**config.mk**
```make
export PLATFORM = sky130hd
export DESIGN_NAME = icache_top
export DESIGN_NICKNAME = d
export VERILOG_FILES = /design/src/source/icache_pkg.sv /design/src/source/icache_ctrl.sv /design/src/source/icache_top.sv /design/src/source/icache_way.sv /design/src/source/icache_way_select.sv
export SDC_FILE = /design/constraint.sdc
export NUM_CORES = 2
export LEC_CHECK = 0
export BUFFER_PORTS_ARGS = -buffer_cell sky130_fd_sc_hd__buf_2
export CAP_MARGIN = 20
export CORE_MARGIN = 8
export CORE_UTILIZATION = 40
export DETAILED_ROUTE_END_ITERATION = 10
export PLACE_DENSITY_LB_ADDON = 0.25
export SYNTH_ARGS = -nofsm -noshare
export SYNTH_HDL_FRONTEND = slang
export SYNTH_SLANG_ARGS = --single-unit
```
**constraint.sdc**
```tcl
create_clock -name clk -period 6.7 [get_ports clk]
set_input_delay 1.34 -clock clk [delete_from_list [all_inputs] [get_ports clk]]
set_output_delay 1.34 -clock clk [all_outputs]
set_load 0.1 [all_outputs]
```
**src/source/icache_pkg.sv**
```systemverilog
package icache_pkg;

    ////////////////////////////////////////////////////////////////////
    // geometry
    ////////////////////////////////////////////////////////////////////

    localparam int ADDR_W   = 32;
    localparam int WORD_W   = 32;
    localparam int NUM_WAYS = 2;   // 4 also works with a wider victim pointer.
    localparam int INDEX_W  = 4;
    localparam int OFFSET_W = 2;   // the byte offset is ignored by the lookup.
    localparam int TAG_W    = ADDR_W - INDEX_W - OFFSET_W;

    localparam int NUM_SETS  = 1 << INDEX_W;
    localparam int WAY_IDX_W = (NUM_WAYS > 1) ? $clog2(NUM_WAYS) : 1;

    ////////////////////////////////////////////////////////////////////
    // vector types
    ////////////////////////////////////////////////////////////////////

    typedef logic [ADDR_W-1:0]   addr_t;
    typedef logic [WORD_W-1:0]   word_t;
    typedef logic [TAG_W-1:0]    tag_t;
    typedef logic [INDEX_W-1:0]  index_t;

    // one bit per way, used for hit vectors and fill strobes.
    typedef logic [NUM_WAYS-1:0] way_vec_t;

    ////////////////////////////////////////////////////////////////////
    // controller states
    ////////////////////////////////////////////////////////////////////

    // IDLE waits for a request or a flush.
    // COMPARE looks the latched address up in all ways.
    // ALLOCATE holds the memory request until the refill word arrives.
    typedef enum logic [1:0] {
        IDLE     = 2'd0,
        COMPARE  = 2'd1,
        ALLOCATE = 2'd2
    } ctrl_state_t;

endpackage

```
**src/source/icache_ctrl.sv**
```systemverilog
module icache_ctrl
    import icache_pkg::*;
(
    input  logic     clk,
    input  logic     rst,

    // cpu fetch port.
    input  addr_t    cpu_req_addr,
    input  logic     cpu_req_valid,
    output logic     cpu_req_ready,
    output word_t    cpu_req_data,
    input  logic     cache_flush,

    // memory port.
    output logic     mem_req_valid,
    output addr_t    mem_req_addr,
    input  logic     mem_req_ready,
    input  word_t    mem_req_data,

    // to the ways.
    output index_t   lookup_index,
    output tag_t     lookup_tag,
    output way_vec_t fill_en,
    output word_t    fill_data,
    output logic     way_flush,

    // from the way selector.
    input  logic     any_hit,
    input  word_t    hit_data,
    input  way_vec_t hit_vec
);

    ctrl_state_t          state_q;
    addr_t                addr_q;
    logic                 refill_q;                 // set while the refilled word is checked.
    logic [WAY_IDX_W-1:0] rr_q [NUM_SETS];          // next victim way for each set.
    logic [WAY_IDX_W-1:0] victim;
    logic [WAY_IDX_W-1:0] hit_idx;
    logic                 refill_done;

    ////////////////////////////////////////////////////////////////////
    // lookup and fill
    ////////////////////////////////////////////////////////////////////

    assign lookup_index = addr_q[OFFSET_W +: INDEX_W];
    assign lookup_tag   = addr_q[ADDR_W-1 -: TAG_W];
    assign fill_data    = mem_req_data;
    assign victim       = rr_q[lookup_index];

    assign refill_done = (state_q == ALLOCATE) && mem_req_valid && mem_req_ready;
    assign fill_en     = refill_done ? (way_vec_t'(1) << victim) : '0;

    // binary index of the way that answered.
    always_comb
    begin
        hit_idx = '0;
        for (int i = 0; i < NUM_WAYS; i++)
        begin
            if (hit_vec[i])
            begin
                hit_idx = WAY_IDX_W'(i);
            end
        end
    end

    ////////////////////////////////////////////////////////////////////
    // state machine
    ////////////////////////////////////////////////////////////////////

    always_ff @(posedge clk)
    begin
        if (rst)
        begin
            state_q       <= IDLE;
            cpu_req_ready <= 1'b0;
            mem_req_valid <= 1'b0;
            way_flush     <= 1'b0;
            refill_q      <= 1'b0;
            for (int s = 0; s < NUM_SETS; s++)
            begin
                rr_q[s] <= '0;
            end
        end
        else
        begin
            cpu_req_ready <= 1'b0;
            way_flush     <= 1'b0;

            case (state_q)
                IDLE:
                begin
                    // flush wins over a request in the same cycle.
                    if (cache_flush)
                    begin
                        way_flush <= 1'b1;
                    end
                    else if (cpu_req_valid && !cpu_req_ready)
                    begin
                        state_q <= COMPARE;
                    end
                end
                COMPARE:
                begin
                    if (any_hit)
                    begin
                        cpu_req_ready <= 1'b1;
                        state_q       <= IDLE;
                        // the hit after a refill is the freshly filled way, so
                        // stepping past it advances the set's round robin.
                        if (refill_q)
                        begin
                            rr_q[lookup_index] <= hit_idx + 1'b1;
                        end
                        refill_q <= 1'b0;
                    end
                    else
                    begin
                        mem_req_valid <= 1'b1;
                        state_q       <= ALLOCATE;
                    end
                end
                ALLOCATE:
                begin
                    if (refill_done)
                    begin
                        mem_req_valid <= 1'b0;
                        refill_q      <= 1'b1;
                        state_q       <= COMPARE;
                    end
                end
                default: state_q <= IDLE;
            endcase
        end
    end

    // request address, response word and memory address.
    always_ff @(posedge clk)
    begin
        if (state_q == IDLE && cpu_req_valid && !cpu_req_ready && !cache_flush)
        begin
            addr_q <= cpu_req_addr;
        end
        if (state_q == COMPARE && any_hit)
        begin
            cpu_req_data <= hit_data;
        end
        if (state_q == COMPARE && !any_hit)
        begin
            mem_req_addr <= {addr_q[ADDR_W-1:OFFSET_W], {OFFSET_W{1'b0}}};
        end
    end

endmodule

```
**src/source/icache_top.sv**
```systemverilog
module icache_top
    import icache_pkg::*;
(
    input  logic  clk,
    input  logic  rst,

    input  addr_t cpu_req_addr,
    input  logic  cpu_req_valid,
    output logic  cpu_req_ready,
    output word_t cpu_req_data,
    input  logic  cache_flush,

    output logic  mem_req_valid,
    output addr_t mem_req_addr,
    input  logic  mem_req_ready,
    input  word_t mem_req_data
);

    index_t   lookup_index;
    tag_t     lookup_tag;
    way_vec_t fill_en;
    word_t    fill_data;
    logic     way_flush;

    way_vec_t way_hit;
    word_t    way_data [NUM_WAYS];

    logic     any_hit;
    word_t    hit_data;
    way_vec_t hit_vec;

    icache_ctrl i_icache_ctrl (
        .clk           (clk),
        .rst           (rst),
        .cpu_req_addr  (cpu_req_addr),
        .cpu_req_valid (cpu_req_valid),
        .cpu_req_ready (cpu_req_ready),
        .cpu_req_data  (cpu_req_data),
        .cache_flush   (cache_flush),
        .mem_req_valid (mem_req_valid),
        .mem_req_addr  (mem_req_addr),
        .mem_req_ready (mem_req_ready),
        .mem_req_data  (mem_req_data),
        .lookup_index  (lookup_index),
        .lookup_tag    (lookup_tag),
        .fill_en       (fill_en),
        .fill_data     (fill_data),
        .way_flush     (way_flush),
        .any_hit       (any_hit),
        .hit_data      (hit_data),
        .hit_vec       (hit_vec)
    );

    // every way sees the same index and tag; only its fill strobe differs.
    for (genvar g = 0; g < NUM_WAYS; g++)
    begin : g_way
        icache_way i_icache_way (
            .clk          (clk),
            .rst          (rst),
            .flush        (way_flush),
            .lookup_index (lookup_index),
            .lookup_tag   (lookup_tag),
            .fill_en      (fill_en[g]),
            .fill_data    (fill_data),
            .hit          (way_hit[g]),
            .data         (way_data[g])
        );
    end

    icache_way_select i_icache_way_select (
        .way_hit  (way_hit),
        .way_data (way_data),
        .any_hit  (any_hit),
        .hit_data (hit_data),
        .hit_vec  (hit_vec)
    );

endmodule

```
**src/source/icache_way.sv**
```systemverilog
module icache_way
    import icache_pkg::*;
(
    input  logic   clk,
    input  logic   rst,
    input  logic   flush,

    input  index_t lookup_index,
    input  tag_t   lookup_tag,

    input  logic   fill_en,
    input  word_t  fill_data,

    output logic   hit,
    output word_t  data
);

    ////////////////////////////////////////////////////////////////////
    // storage
    ////////////////////////////////////////////////////////////////////

    logic [NUM_SETS-1:0] valid_q;
    tag_t                tag_q  [NUM_SETS];
    word_t               data_q [NUM_SETS];

    // reset or flush invalidates every entry.
    always_ff @(posedge clk)
    begin
        if (rst || flush)
        begin
            valid_q <= '0;
        end
        else if (fill_en)
        begin
            valid_q[lookup_index] <= 1'b1;
        end
    end

    // tag and word are written together with the valid bit.
    always_ff @(posedge clk)
    begin
        if (fill_en)
        begin
            tag_q[lookup_index]  <= lookup_tag;
            data_q[lookup_index] <= fill_data;
        end
    end

    ////////////////////////////////////////////////////////////////////
    // lookup
    ////////////////////////////////////////////////////////////////////

    // reads are asynchronous from the register arrays.
    always_comb
    begin
        hit  = valid_q[lookup_index] && (tag_q[lookup_index] == lookup_tag);
        data = data_q[lookup_index];
    end

endmodule

```
**src/source/icache_way_select.sv**
```systemverilog
module icache_way_select
    import icache_pkg::*;
(
    input  way_vec_t way_hit,
    input  word_t    way_data [NUM_WAYS],

    output logic     any_hit,
    output word_t    hit_data,
    output way_vec_t hit_vec
);

    // a line can live in only one way, so more than one hit bit
    // should never be seen. the lowest way still wins if it happens.
    always_comb
    begin
        logic found;

        found    = 1'b0;
        hit_vec  = '0;
        hit_data = '0;

        for (int i = 0; i < NUM_WAYS; i++)
        begin
            if (way_hit[i] && !found)
            begin
                found      = 1'b1;
                hit_vec[i] = 1'b1;
                hit_data   = way_data[i];
            end
        end

        any_hit = found;
    end

endmodule

```
==> metrics.cfg <==
[route]
routed_wl_um=193000
drt-initial-drc-count=3969
dr.pass1.iters=5
vias_per_cell=5.65
avgRoutedWirePerCell_um=31.1
drc=0
num_vias=35000
postRouteAntennaNets=0

[timing]
fmax_mhz=189
period_share_pct=78.8
period_minus_slack_ns=5.28
finalHoldViolCount=0
maxSlewViolCount=0
tns_ns=0
setup_viol=0
grt_setup_unrepaired=no
skew_ns=0.0540
slew_headroom_pct=22.8
worst_pin_slew_ns=1.15

[floorplanning]
die_h_um=453
start_util_pct=40.3
coreArea_mm2=0.190
io_pins=135
rows=160
die_width_um=453
die-area_mm2=0.205

[yosys]
synth-main-ff-cell=edfxtp_1
synth_cell_types=67
synth_edf_count=1964
synth-seq-cells=2006
ys_seq_area_share_pct=78.2
syn_area_per_cell_um2=23.7
syn_inst=3222
netlist_area_mm2=0.0765
async_flop_share_pct=0
yosysWarningCount=0

[global_routing]
grt_max_degree=68
grt_pass1_wl_um=274000
top_usage_layer=met2
antenna_found_initial=12
grt_overflow=0
grt_pass1_vias=36700
grt_usage_pct=18.7
grtUsageMet1_pct=26.4
grtUsageMet2_pct=30.3
grtUsageMet3_pct=3.31

[final_layout]
layout.cells.non_filler=6204
final_area_mm2=0.0873
nets=3600
layout_commonest_cell=edfxtp_1
final_cell_mix=edfxtp_1 (1964), mux4_2 (523), clkbuf_16 (206), buf_2 (130), buf_4 (101)
layout-drive-gt1-share_pct=30.7
area_delta_synth_final_pct=14.2
final_util_pct=46.0

[clocking]
htreeDepth=4
root_buffer=clkbuf_16
numClockSinks=2006
numCtsBuffers=199
post_cts_resized=0
worstSkewPairLatency_ns=0.83
cts_buffer_depth=3
cts_tree=yes
post_cts_buffers=0
hold_buffers=0
clkTransAtPathRegs_ns=0.07

[hold_path]
hold_class=register to register

[worst_setup_path]
crit_path_end_kind=register
crit_fanout=32
max_stage_delay_ns=0.92
crit_type=register to register
cp-start-kind=register
critPathRequiredTime_ns=7.14
cp_cell_sequence=buf_4 -> mux4_2 -> mux4_2 -> or3b_2 -> nor2_4 -> buf_4
cpMaxStageDelayCell=nor2_4
worstPathArrival_ns=5.72

[placed_design]
hpwl_um=99100
dp_cells=5836
gp_congestion=0.728
io_buffers=130
place_area_mm2=0.0811

[run]
drv_cap=0

[pwr]
leakage_nw=27.3
p_per_area_mw_per_mm2=329
ir_worst_vdd_mv=0.249

[outcome]
outcome=finished, final reports clean

[worst max-delay path: cells and delay by family (launching register included)]
| family | cells | cell delay, ns |
|---|---|---|
| flops | 1 | 0.72 |
| buf+inv | 2 | 1.17 |
| mux | 2 | 1.15 |
| simple gates | 2 | 1.78 |
[final timing paths]
path                       startpoint                                  to  slack (ns)  cells past startpoint
max                          register  g_way[0].i_icache_way.tag_q[2][20]        1.42                      6
min          i_icache_ctrl.addr_q[15]      i_icache_ctrl.mem_req_addr[15]        0.46                      0
max reg2reg                  register  g_way[0].i_icache_way.tag_q[2][20]        1.42                      6
min reg2reg  i_icache_ctrl.addr_q[15]      i_icache_ctrl.mem_req_addr[15]        0.46                      0
[layer usage]
| layer | part of all wire (%) | vias up |
|---|---|---|
| met3 | 6.5 | 245 |
| li1 | - | 14400 |
| met1 | 43 | 19300 |
| met4 | 2.2 | 8 |
| met5 | 0.026 | - |
| met2 | 49 | 1146 |
[registers in the layout, indices dropped and copies added, names as in the netlist, named ones only]
name / cells
g_way.i_icache_way.data_q: 1024
g_way.i_icache_way.tag_q: 832
g_way.i_icache_way.valid_q: 32
i_icache_ctrl.cpu_req_data: 32
i_icache_ctrl.addr_q: 30
i_icache_ctrl.mem_req_addr: 30
i_icache_ctrl.rr_q: 16
i_icache_ctrl.state_q: 2
i_icache_ctrl.cpu_req_ready: 1
i_icache_ctrl.mem_req_valid: 1
i_icache_ctrl.refill_q: 1
i_icache_ctrl.way_flush: 1
[kinds of logic (layout without fill, tap and decap cells)]
kind of cell	Yosys count	count (layout)	share of synthesized area [%]
mux	605	605	16.9
xor+xnor	61	61	0.699
flops	2006	2006	78.2
other cells	1	10	0.00490
simple gates	214	214	1.29
buf+inv	171	633	1.26
compound gates	160	160	1.56
fa+ha+maj	4	4	0.0654
[cells in the mapped netlist (8+ instances only)]
library cell,instances,area share [%]
o21ai_1,19,0.12
a221oi_1,12,0.14
nor2_1,63,0.31
mux4_1,20,0.69
nand4_1,8,0.065
mux2i_1,57,0.75
xor2_1,24,0.27
a22oi_1,22,0.22
a22o_1,12,0.14
nand3_1,8,0.052
buf_4,14,0.14
clkbuf_1,71,0.35
dfxtp_1,42,1.1
o21bai_2,10,0.15
nor2b_1,8,0.065
buf_6,17,0.25
xnor2_1,37,0.42
edfxtp_1,1964,77
mux4_2,523,15
o21a_1,32,0.31
o21ai_0,20,0.13
buf_2,19,0.12
nand2_1,95,0.47
buf_1,34,0.17
[stage by stage]
step / hold slack (ns) / power, W / setup slack (ns)
final: 0.459 / 0.0288 / 1.42
after global routing: 0.474 / 0.0297 / 1.24
after CTS: 0.461 / 0.0290 / 1.33
after detailed placement: 0.443 / 0.0184 / 1.37
after global placement: 0.441 / 0.0184 / 1.39
after floorplan: 0.424 / 0.0173 / 0.782
[layout make-up]
type	count	area, um^2
Inverter	8	37.5
Tap cell	2511	3140
Clock buffer	258	5370
Antenna cell	8	20.0
Timing Repair Buffer	266	2110
Multi-Input combinational cell	1046	16000
Fill cell	15600	103000
Sequential cell	2006	59800
Clock inverter	101	847
[where the power goes]
| group | switching (W) | internal (W) | total (W) |
|---|---|---|---|
| Combinational | 0.00232 | 0.00164 | 0.00396 |
| Sequential | 0.000133 | 0.0140 | 0.0141 |
| Clock | 0.00468 | 0.00599 | 0.0107 |
| Total | 0.00713 | 0.0216 | 0.0288 |
Power figures use the tool's default switching activity.
